`config.mk`:
```
export PLATFORM = sky130hd
export DESIGN_NAME = rn_top
export DESIGN_NICKNAME = d
export VERILOG_FILES = /design/src/hdl/rn_pkg.sv /design/src/hdl/rn_map_table.sv /design/src/hdl/rn_rat.sv /design/src/hdl/rn_free_list.sv /design/src/hdl/rn_csr.sv /design/src/hdl/rn_top.sv
export VERILOG_INCLUDE_DIRS = /design/src /design/src/hdl
export SDC_FILE = /design/constraint.sdc
export NUM_CORES = 2
export LEC_CHECK = 0
export BUFFER_PORTS_ARGS = -buffer_cell sky130_fd_sc_hd__buf_4
export CAP_MARGIN = 20
export CORE_MARGIN = 10
export CORE_UTILIZATION = 35
export CTS_BUF_LIST = sky130_fd_sc_hd__clkbuf_2
export CTS_CLUSTER_DIAMETER = 50
export DETAILED_ROUTE_END_ITERATION = 10
export MAX_ROUTING_LAYER = met4
export PLACE_DENSITY = 0.59
export SLEW_MARGIN = 40
export SYNTH_ARGS = -nofsm -noshare
export SYNTH_HDL_FRONTEND = slang
export SYNTH_HIERARCHICAL = 1
export SYNTH_SLANG_ARGS = --single-unit
```
`constraint.sdc`:
```
create_clock -name clk -period 5.6 [get_ports clk]
set_clock_uncertainty 0.1 [all_clocks]
set_input_delay 1.4 -clock clk [delete_from_list [all_inputs] [get_ports clk]]
set_output_delay 1.4 -clock clk [all_outputs]
set_load 0.02 [all_outputs]
```
`src/hdl/rn_settings.svh`:
```
`ifndef RN_SETTINGS_SVH
`define RN_SETTINGS_SVH

// Logical register index width, 32 architectural registers
`define RN_LRF_AW 5

// Physical register index width, 64 physical registers
`define RN_PRF_AW 6

// Instructions renamed per group
`define RN_IW 2

// Instructions retired per cycle
`define RN_CW 2

`endif

```
`src/hdl/rn_pkg.sv`:
```
`default_nettype none

`include "rn_settings.svh"

package rn_pkg;

   localparam int N_LREG = 1 << `RN_LRF_AW;

   typedef logic [`RN_LRF_AW-1:0] lreg_t;
   typedef logic [`RN_PRF_AW-1:0] preg_t;

   // Whole map, one physical index per logical register
   typedef preg_t [N_LREG-1:0] map_tbl_t;

   typedef struct packed {
      lreg_t lrs1;
      lreg_t lrs2;
      lreg_t lrd;
      logic  lrd_we;
   } rn_slot_t;

   // prd is only meaningful when the slot writes lrd
   typedef struct packed {
      preg_t prs1;
      preg_t prs2;
      preg_t prd;
      preg_t pfree;
   } rn_map_t;

   typedef struct packed {
      logic  fire;
      lreg_t lrd;
      preg_t prd;
      preg_t pfree;
      logic  prd_we;
   } cmt_slot_t;

   // Word offsets of the register block
   typedef enum logic [3:0] {
      CSR_CTRL         = 4'd0,
      CSR_FREE_CNT     = 4'd1,
      CSR_RENAME_CNT   = 4'd2,
      CSR_ROLLBACK_CNT = 4'd3
   } csr_addr_t;

endpackage

`default_nettype wire

```
`src/hdl/rn_map_table.sv`:
```
`default_nettype none

`include "rn_settings.svh"

module rn_map_table
#(
   parameter int NUM_WRITE = `RN_IW
)
(
   input  logic                          clk,
   input  logic                          rst,
   input  logic [NUM_WRITE-1:0]          we,
   input  rn_pkg::lreg_t [NUM_WRITE-1:0] waddr,
   input  rn_pkg::preg_t [NUM_WRITE-1:0] wdata,
   input  logic                          restore,
   input  rn_pkg::map_tbl_t              restore_data,
   output rn_pkg::map_tbl_t              table_q
);
   import rn_pkg::*;

   // Identity at reset, restore beats any write
   always_ff @(posedge clk)
   begin
      if (rst)
      begin
         for (int i = 0; i < N_LREG; i++)
         begin
            table_q[i] <= preg_t'(i);
         end
      end
      else if (restore)
      begin
         table_q <= restore_data;
      end
      else
      begin
         // Later ports are younger, so the last write to an address wins
         for (int w = 0; w < NUM_WRITE; w++)
         begin
            if (we[w])
            begin
               table_q[waddr[w]] <= wdata[w];
            end
         end
      end
   end

endmodule

`default_nettype wire

```
`src/hdl/rn_rat.sv`:
```
`default_nettype none

`include "rn_settings.svh"

module rn_rat
(
   input  logic                              clk,
   input  logic                              rst,
   input  logic                              fire,
   input  logic                              rollback,
   input  rn_pkg::rn_slot_t  [`RN_IW-1:0]    slots,
   input  rn_pkg::preg_t     [`RN_IW-1:0]    new_preg,
   input  rn_pkg::cmt_slot_t [`RN_CW-1:0]    cmt,
   output rn_pkg::rn_map_t   [`RN_IW-1:0]    maps
);
   import rn_pkg::*;

   map_tbl_t            spec_tbl;
   map_tbl_t            arch_tbl;

   logic  [`RN_IW-1:0]  spec_we;
   lreg_t [`RN_IW-1:0]  spec_waddr;

   logic  [`RN_CW-1:0]  arch_we;
   lreg_t [`RN_CW-1:0]  arch_waddr;
   preg_t [`RN_CW-1:0]  arch_wdata;

   always_comb
   begin
      for (int i = 0; i < `RN_IW; i++)
      begin
         spec_we[i]    = fire & slots[i].lrd_we;
         spec_waddr[i] = slots[i].lrd;
      end
      for (int k = 0; k < `RN_CW; k++)
      begin
         arch_we[k]    = cmt[k].fire & cmt[k].prd_we;
         arch_waddr[k] = cmt[k].lrd;
         arch_wdata[k] = cmt[k].prd;
      end
   end

   // Speculative map, reloaded from the committed map on rollback
   rn_map_table
      #(
         .NUM_WRITE (`RN_IW)
      )
   spec_map
      (
         .clk          (clk),
         .rst          (rst),
         .we           (spec_we),
         .waddr        (spec_waddr),
         .wdata        (new_preg),
         .restore      (rollback),
         .restore_data (arch_tbl),
         .table_q      (spec_tbl)
      );

   rn_map_table
      #(
         .NUM_WRITE (`RN_CW)
      )
   arch_map
      (
         .clk          (clk),
         .rst          (rst),
         .we           (arch_we),
         .waddr        (arch_waddr),
         .wdata        (arch_wdata),
         .restore      (1'b0),
         .restore_data ('0),
         .table_q      (arch_tbl)
      );

   // Table lookup, then bypass from older slots of the same group
   always_comb
   begin
      for (int i = 0; i < `RN_IW; i++)
      begin
         maps[i].prs1  = spec_tbl[slots[i].lrs1];
         maps[i].prs2  = spec_tbl[slots[i].lrs2];
         maps[i].pfree = spec_tbl[slots[i].lrd];
         maps[i].prd   = new_preg[i];

         // Ascending scan so the youngest older writer wins
         for (int j = 0; j < i; j++)
         begin
            if (slots[j].lrd_we)
            begin
               // RAW on either source
               if (slots[i].lrs1 == slots[j].lrd)
               begin
                  maps[i].prs1 = new_preg[j];
               end
               if (slots[i].lrs2 == slots[j].lrd)
               begin
                  maps[i].prs2 = new_preg[j];
               end
               // WAW, the old mapping is the one just allocated
               if (slots[i].lrd == slots[j].lrd)
               begin
                  maps[i].pfree = new_preg[j];
               end
            end
         end
      end
   end

endmodule

`default_nettype wire

```
`src/hdl/rn_free_list.sv`:
```
`default_nettype none

`include "rn_settings.svh"

module rn_free_list
(
   input  logic                           clk,
   input  logic                           rst,
   input  logic                           fire,
   input  logic                           rollback,
   input  rn_pkg::cmt_slot_t [`RN_CW-1:0] cmt,
   output rn_pkg::preg_t     [`RN_IW-1:0] new_preg,
   output logic              [`RN_PRF_AW:0] free_cnt,
   output logic                           avail
);
   import rn_pkg::*;

   // Registers beyond the identity mapping start out free
   localparam int DEPTH = (1 << `RN_PRF_AW) - N_LREG;
   localparam int IDX_W = $clog2(DEPTH);
   localparam int PTR_W = IDX_W + 1;
   localparam int CNT_W = `RN_PRF_AW + 1;

   preg_t                          ring [DEPTH];

   // Pointers carry one wrap bit above the index
   logic [PTR_W-1:0]               spec_head;
   logic [PTR_W-1:0]               cmt_head;
   logic [PTR_W-1:0]               tail;
   logic [PTR_W-1:0]               fill;

   logic [`RN_CW-1:0]              push_we;
   logic [`RN_CW-1:0][IDX_W-1:0]   push_idx;
   logic [PTR_W-1:0]               push_cnt;

   always_comb
   begin
      for (int i = 0; i < `RN_IW; i++)
      begin
         new_preg[i] = ring[IDX_W'(spec_head + PTR_W'(i))];
      end
   end

   // Fired commit slots pack onto consecutive tail entries
   always_comb
   begin
      logic [PTR_W-1:0] ofs;
      ofs = '0;
      for (int k = 0; k < `RN_CW; k++)
      begin
         push_we[k]  = cmt[k].fire;
         push_idx[k] = IDX_W'(tail + ofs);
         if (cmt[k].fire)
         begin
            ofs = ofs + PTR_W'(1);
         end
      end
      push_cnt = ofs;
   end

   always_ff @(posedge clk)
   begin
      if (rst)
      begin
         spec_head <= '0;
         cmt_head  <= '0;
         tail      <= PTR_W'(DEPTH);
         for (int i = 0; i < DEPTH; i++)
         begin
            ring[i] <= preg_t'(N_LREG + i);
         end
      end
      else
      begin
         if (rollback)
         begin
            spec_head <= cmt_head;
         end
         else if (fire)
         begin
            spec_head <= spec_head + PTR_W'(`RN_IW);
         end
         cmt_head <= cmt_head + push_cnt;
         tail     <= tail + push_cnt;
         for (int k = 0; k < `RN_CW; k++)
         begin
            if (push_we[k])
            begin
               ring[push_idx[k]] <= cmt[k].pfree;
            end
         end
      end
   end

   assign fill     = tail - spec_head;
   assign free_cnt = CNT_W'(fill);
   assign avail    = free_cnt >= CNT_W'(`RN_IW);

endmodule

`default_nettype wire

```
`src/hdl/rn_csr.sv`:
```
`default_nettype none

`include "rn_settings.svh"

module rn_csr
(
   input  logic                  clk,
   input  logic                  rst,
   input  logic                  wb_cyc,
   input  logic                  wb_stb,
   input  logic                  wb_we,
   input  logic [3:0]            wb_adr,
   input  logic [31:0]           wb_dat_i,
   output logic [31:0]           wb_dat_o,
   output logic                  wb_ack,
   input  logic [`RN_PRF_AW:0]   free_cnt,
   input  logic                  fire,
   input  logic [`RN_IW-1:0]     slots_we,
   input  logic                  rollback,
   output logic                  rename_en
);
   import rn_pkg::*;

   logic        wb_req;
   logic [31:0] rename_cnt;
   logic [31:0] rollback_cnt;
   logic [31:0] ren_inc;

   // New request only while no ack is out, so ack lasts one cycle
   assign wb_req = wb_cyc & wb_stb & ~wb_ack;

   always_comb
   begin
      ren_inc = '0;
      for (int i = 0; i < `RN_IW; i++)
      begin
         ren_inc = ren_inc + 32'(slots_we[i]);
      end
   end

   always_ff @(posedge clk)
   begin
      if (rst)
      begin
         wb_ack       <= 1'b0;
         rename_en    <= 1'b0;
         rename_cnt   <= '0;
         rollback_cnt <= '0;
      end
      else
      begin
         wb_ack <= wb_req;
         // Only CTRL is writable
         if (wb_req && wb_we && wb_adr == CSR_CTRL)
         begin
            rename_en <= wb_dat_i[0];
         end
         if (fire)
         begin
            rename_cnt <= rename_cnt + ren_inc;
         end
         if (rollback)
         begin
            rollback_cnt <= rollback_cnt + 32'd1;
         end
      end
   end

   // Read data lands together with the ack
   always_ff @(posedge clk)
   begin
      if (wb_req)
      begin
         case (wb_adr)
            CSR_CTRL:         wb_dat_o <= {31'd0, rename_en};
            CSR_FREE_CNT:     wb_dat_o <= 32'(free_cnt);
            CSR_RENAME_CNT:   wb_dat_o <= rename_cnt;
            CSR_ROLLBACK_CNT: wb_dat_o <= rollback_cnt;
            default:          wb_dat_o <= '0;
         endcase
      end
   end

endmodule

`default_nettype wire

```
`src/hdl/rn_top.sv`:
```
`default_nettype none

`include "rn_settings.svh"

module rn_top
(
   input  logic                           clk,
   input  logic                           rst,
   input  logic                           rn_valid,
   input  rn_pkg::rn_slot_t  [`RN_IW-1:0] rn_slots,
   output logic                           rn_ready,
   output rn_pkg::rn_map_t   [`RN_IW-1:0] rn_maps,
   input  rn_pkg::cmt_slot_t [`RN_CW-1:0] cmt,
   input  logic                           rollback,
   input  logic                           wb_cyc,
   input  logic                           wb_stb,
   input  logic                           wb_we,
   input  logic [3:0]                     wb_adr,
   input  logic [31:0]                    wb_dat_i,
   output logic [31:0]                    wb_dat_o,
   output logic                           wb_ack
);
   import rn_pkg::*;

   logic                 fire;
   logic                 rename_en;
   logic                 avail;
   preg_t [`RN_IW-1:0]   new_preg;
   logic  [`RN_PRF_AW:0] free_cnt;
   logic  [`RN_IW-1:0]   slots_we;

   // A whole group needs RN_IW free registers, and nothing renames during rollback
   assign rn_ready = rename_en & avail & ~rollback;
   assign fire     = rn_valid & rn_ready;

   always_comb
   begin
      for (int i = 0; i < `RN_IW; i++)
      begin
         slots_we[i] = rn_slots[i].lrd_we;
      end
   end

   rn_rat rn_rat_i
      (
         .clk      (clk),
         .rst      (rst),
         .fire     (fire),
         .rollback (rollback),
         .slots    (rn_slots),
         .new_preg (new_preg),
         .cmt      (cmt),
         .maps     (rn_maps)
      );

   rn_free_list rn_free_list_i
      (
         .clk      (clk),
         .rst      (rst),
         .fire     (fire),
         .rollback (rollback),
         .cmt      (cmt),
         .new_preg (new_preg),
         .free_cnt (free_cnt),
         .avail    (avail)
      );

   rn_csr rn_csr_i
      (
         .clk       (clk),
         .rst       (rst),
         .wb_cyc    (wb_cyc),
         .wb_stb    (wb_stb),
         .wb_we     (wb_we),
         .wb_adr    (wb_adr),
         .wb_dat_i  (wb_dat_i),
         .wb_dat_o  (wb_dat_o),
         .wb_ack    (wb_ack),
         .free_cnt  (free_cnt),
         .fire      (fire),
         .slots_we  (slots_we),
         .rollback  (rollback),
         .rename_en (rename_en)
      );

endmodule

`default_nettype wire

```
==> flow_summary_export.csv <==
group,metric,value,unit
floorplanning,dieArea,156000,sq um
worst_hold_path,min_from,"cmt[30]",
worst_setup_path,crit_arrival,4.31,ns
worst_setup_path,slowest_delay,0.59,ns
worst_setup_path,reg2reg_slack,0.99,ns
clock_tree,root_buffer,"clkbuf_2",
synthesis,ys_seq_elements,697,
clock_tree,cts.path.max_buffers,3,
run,drv_cap,0,
route,drtIter0Drc,7302,
clock_tree,cts_tree,"built",
floorplanning,row_count,137,
place,dpl.hpwl,157,mm
synthesis,syn_area_per_cell,9.50,sq um
route,drc,0,
global_routing,grt_pass1_wl,327,mm
worst_setup_path,cpMaxStageDelayCell,"mux4_2",
floorplanning,ios,195,
worst_setup_path,reg2reg_depth,16,
synthesis,syn_inst,5181,
route,avgRoutedWirePerCell,30.7,um
route,drt-total-wl,228,mm
final_layout,layout-drive-gt1-share,21.2,%
final_layout,syn_to_final_growth,13.1,%
sta,slew_violations,0,
worst_hold_path,min_path_cells,3,
place,dp_cells,7003,
synthesis,syn-cell-area,49200,sq um
sta,hold_violations,0,
route,vias,49600,
worst_setup_path,cp_top_family,"multiplexers",
worst_hold_path,hold_class,"primary input to flip-flop",
synthesis,synth_common_cells,"nand2_1 (522), dfxtp_1 (473), nor2_1 (409)",
worst_setup_path,worst-setup-path-type,"flip-flop to primary output",
global_routing,grt_overflow,0,
worst_setup_path,endpoint_kind,"primary output",
synthesis,yosys_most_used_dff,"dfxtp_1",
synthesis,yosysMostFrequentCell,"nand2_1",
worst_setup_path,critPathMaxFanout,12,
clock_tree,insertion_delay,1.75,ns
sta,rsz0062_at_grt,"yes",
sta,setup_tns,-3.76,ns
final_layout,n_fill_cell,13900,
worst_setup_path,r2r_start,"rn_free_list_i/spec_head[0]",
worst_setup_path,timing.rr.end,"rn_rat_i/spec_map/table_q[80]",
synthesis,yosys-top-cells-area,"dfxtp_1 (19%), edfxtp_1 (14%), mux4_2 (14%)",
worst_setup_path,start_kind,"flip-flop",
final_layout,final_nets,5538,
worst_setup_path,path_buf_inv,4,
sta,fmax,172,MHz
global_routing,grt_max_degree,173,
sta,worst_slack,-0.212,ns
global_routing,antenna_found_initial,10,
floorplanning,die_x,395,um
final_layout,fin_cells,7443,
synthesis,synth_edf_count,224,
floorplanning,initial_core_util,35.2,%
synthesis,synth_top_area_share,19.2,%
synthesis,synth_cell_types,83,
clock_tree,cts_max_level,4,
route,via_per_inst,6.67,
route,drtPass1Iterations,9,
run_status,status,"finished with violations",
synthesis,ys_warn_count,6,
global_routing,grt_pass1_vias,46400,
worst_setup_path,path_cells,"buf_16 > mux4_2 > mux4_2 > mux2_4 > buf_4 > buf_8 > buf_4",
clock_tree,cts.sinks,697,
synthesis,ys_seq_area_share,32.9,%
sta,setup_violations,24,
sta,relSlewSlack,23.2,%
sta,post-route-min-period,5.81,ns
place,place.gp.congestion,1.04,
synthesis,postSynth.asyncResetShare,0,%
floorplanning,core_area,140000,sq um
worst_hold_path,holdPathEnd,"rn_rat_i/arch_map/table_q[154]",
pwr,max-vdd-ir-drop,0.164,mV
clock_tree,cts-buffers-inserted,194,
synthesis,yosysTopAreaCell,"dfxtp_1",
clock_tree,path_clk_slew,0.10,ns
sta,worst_slew_pin_slew,1.15,ns
sta,timing.final.crit_share,104,%
global_routing,grt_use_total,28.4,%
pwr,p_leak,19.5,nW
floorplanning,chipHeight,395,um
place,portBuffers,163,
worst_setup_path,worstPathRequired,4.10,ns
pwr,power_density,233,nW/um^2
run_status,violations,"setup timing",
route,ant_nets,0,
-- kinds of logic after synthesis --
family / share of synthesized area, %
simple gates: 15.2
compound gates: 21.2
mux: 23.8
other cells: 0.0153
xor+xnor: 0.907
fa+ha+maj: 0.620
flops: 32.9
buf+inv: 5.40
-- layout make-up --
type,count,area (sq um),area share (%)
multi-input cells,4093,31700,56.8
flip-flops and latches,697,16200,29.1
repair buffers,379,3480,6.24
well taps,1876,2350,4.21
clock buffers,297,1490,2.67
clock inverters,53,329,0.591
inverters,38,150,0.270
diodes,10,25.0,0.0449
-- what timing repair did --
action | CTS | global route
endpoints found under the hold margin | 41 | 0
gates resized for setup | 80 | 40
hold buffers | 20 | 0
buffers inserted | 31 | 21
pin swaps | 10 | 12
setup endpoints to repair | 31 | 30
gates cloned | 6 | 1
-- registers in the layout (all words and copies together) (netlist names), named ones only --
| register | cells |
|---|---|
| rn_free_list_i/ring | 192 |
| rn_rat_i/arch_map/table_q | 192 |
| rn_rat_i/spec_map/table_q | 192 |
| rn_csr_i/rename_cnt | 32 |
| rn_csr_i/rollback_cnt | 32 |
| rn_csr_i/wb_dat_o | 32 |
| rn_free_list_i/cmt_head | 6 |
| rn_free_list_i/spec_head | 6 |
| rn_free_list_i/tail | 6 |
| rn_csr_i/rename_en | 1 |
| rn_csr_i/wb_ack | 1 |
-- metrics by stage --
| stage | total power [mW] | setup WS, ns | utilization (%) | area, sq um | hold WS (ns) |
|---|---|---|---|---|---|
| 2_1_floorplan | 7.49 | 0.915 | - | 50000 | 0.333 |
| 3_3_place_gp | 8.62 | 0.512 | 37.5 | 52400 | 0.371 |
| 3_5_place_dp | 8.66 | 0.474 | 37.5 | 52400 | 0.384 |
| 4_1_cts | 12.8 | -0.343 | 39.6 | 55300 | 0.0133 |
| 5_1_grt | 13.4 | -0.390 | 39.9 | 55700 | 0.0614 |
| 6_report | 13.0 | -0.212 | 39.9 | 55700 | 0.153 |
-- power breakdown --
part           switching (mW)  internal (mW)  total [mW]  leakage, nW
logic                    1.95           1.24        3.18         12.3
registers               0.361           5.42        5.78         5.78
clock network            2.49           1.50        3.99         1.39
total                    4.80           8.17        13.0         19.5
-- worst max path at each step --
| stage | startpoint | endpoint | slack (ns) | depth (start not counted) |
|---|---|---|---|---|
| floorplan | rn_slots[12] | rn_maps[18] | 0.92 | 5 |
| global placement | rn_slots[6] | rn_maps[17] | 0.51 | 6 |
| detailed placement | rn_slots[6] | rn_maps[17] | 0.47 | 6 |
| CTS | flip-flop | rn_maps[26] | -0.34 | 7 |
| global route | flip-flop | rn_maps[27] | -0.39 | 8 |
| finish | flip-flop | rn_maps[9] | -0.21 | 7 |
-- layout by cell type (no fill, tap or decap), drive strengths merged, types with 43 or more instances in the layout --
master,n
edfxtp,224
a211oi,100
o21ai,255
dfxtp,473
o31ai,177
mux2i,380
conb,196
a22oi,76
a31oi,43
nand3,70
a221oi,274
and3,99
o22ai,250
nor2,421
nand2,528
a21oi,264
clkbuf,298
clkinv,46
nor2b,72
mux2,76
nor3,47
buf,356
mux4,311
and2,50
-- routing by layer --
layer	track usage, %	routed length, um	up-vias
li1	-	-	20700
met1	34.5	83800	24300
met2	41.0	98400	3710
met3	7.85	27400	961
met4	18.9	18900	0
met5	-	0	-
-- worst min-delay path, cell delays in order --
cell     delay (ns)
buf_4          0.27
nor2_1         0.17
o31ai_1        0.07
(Power assumes the default switching activity.)
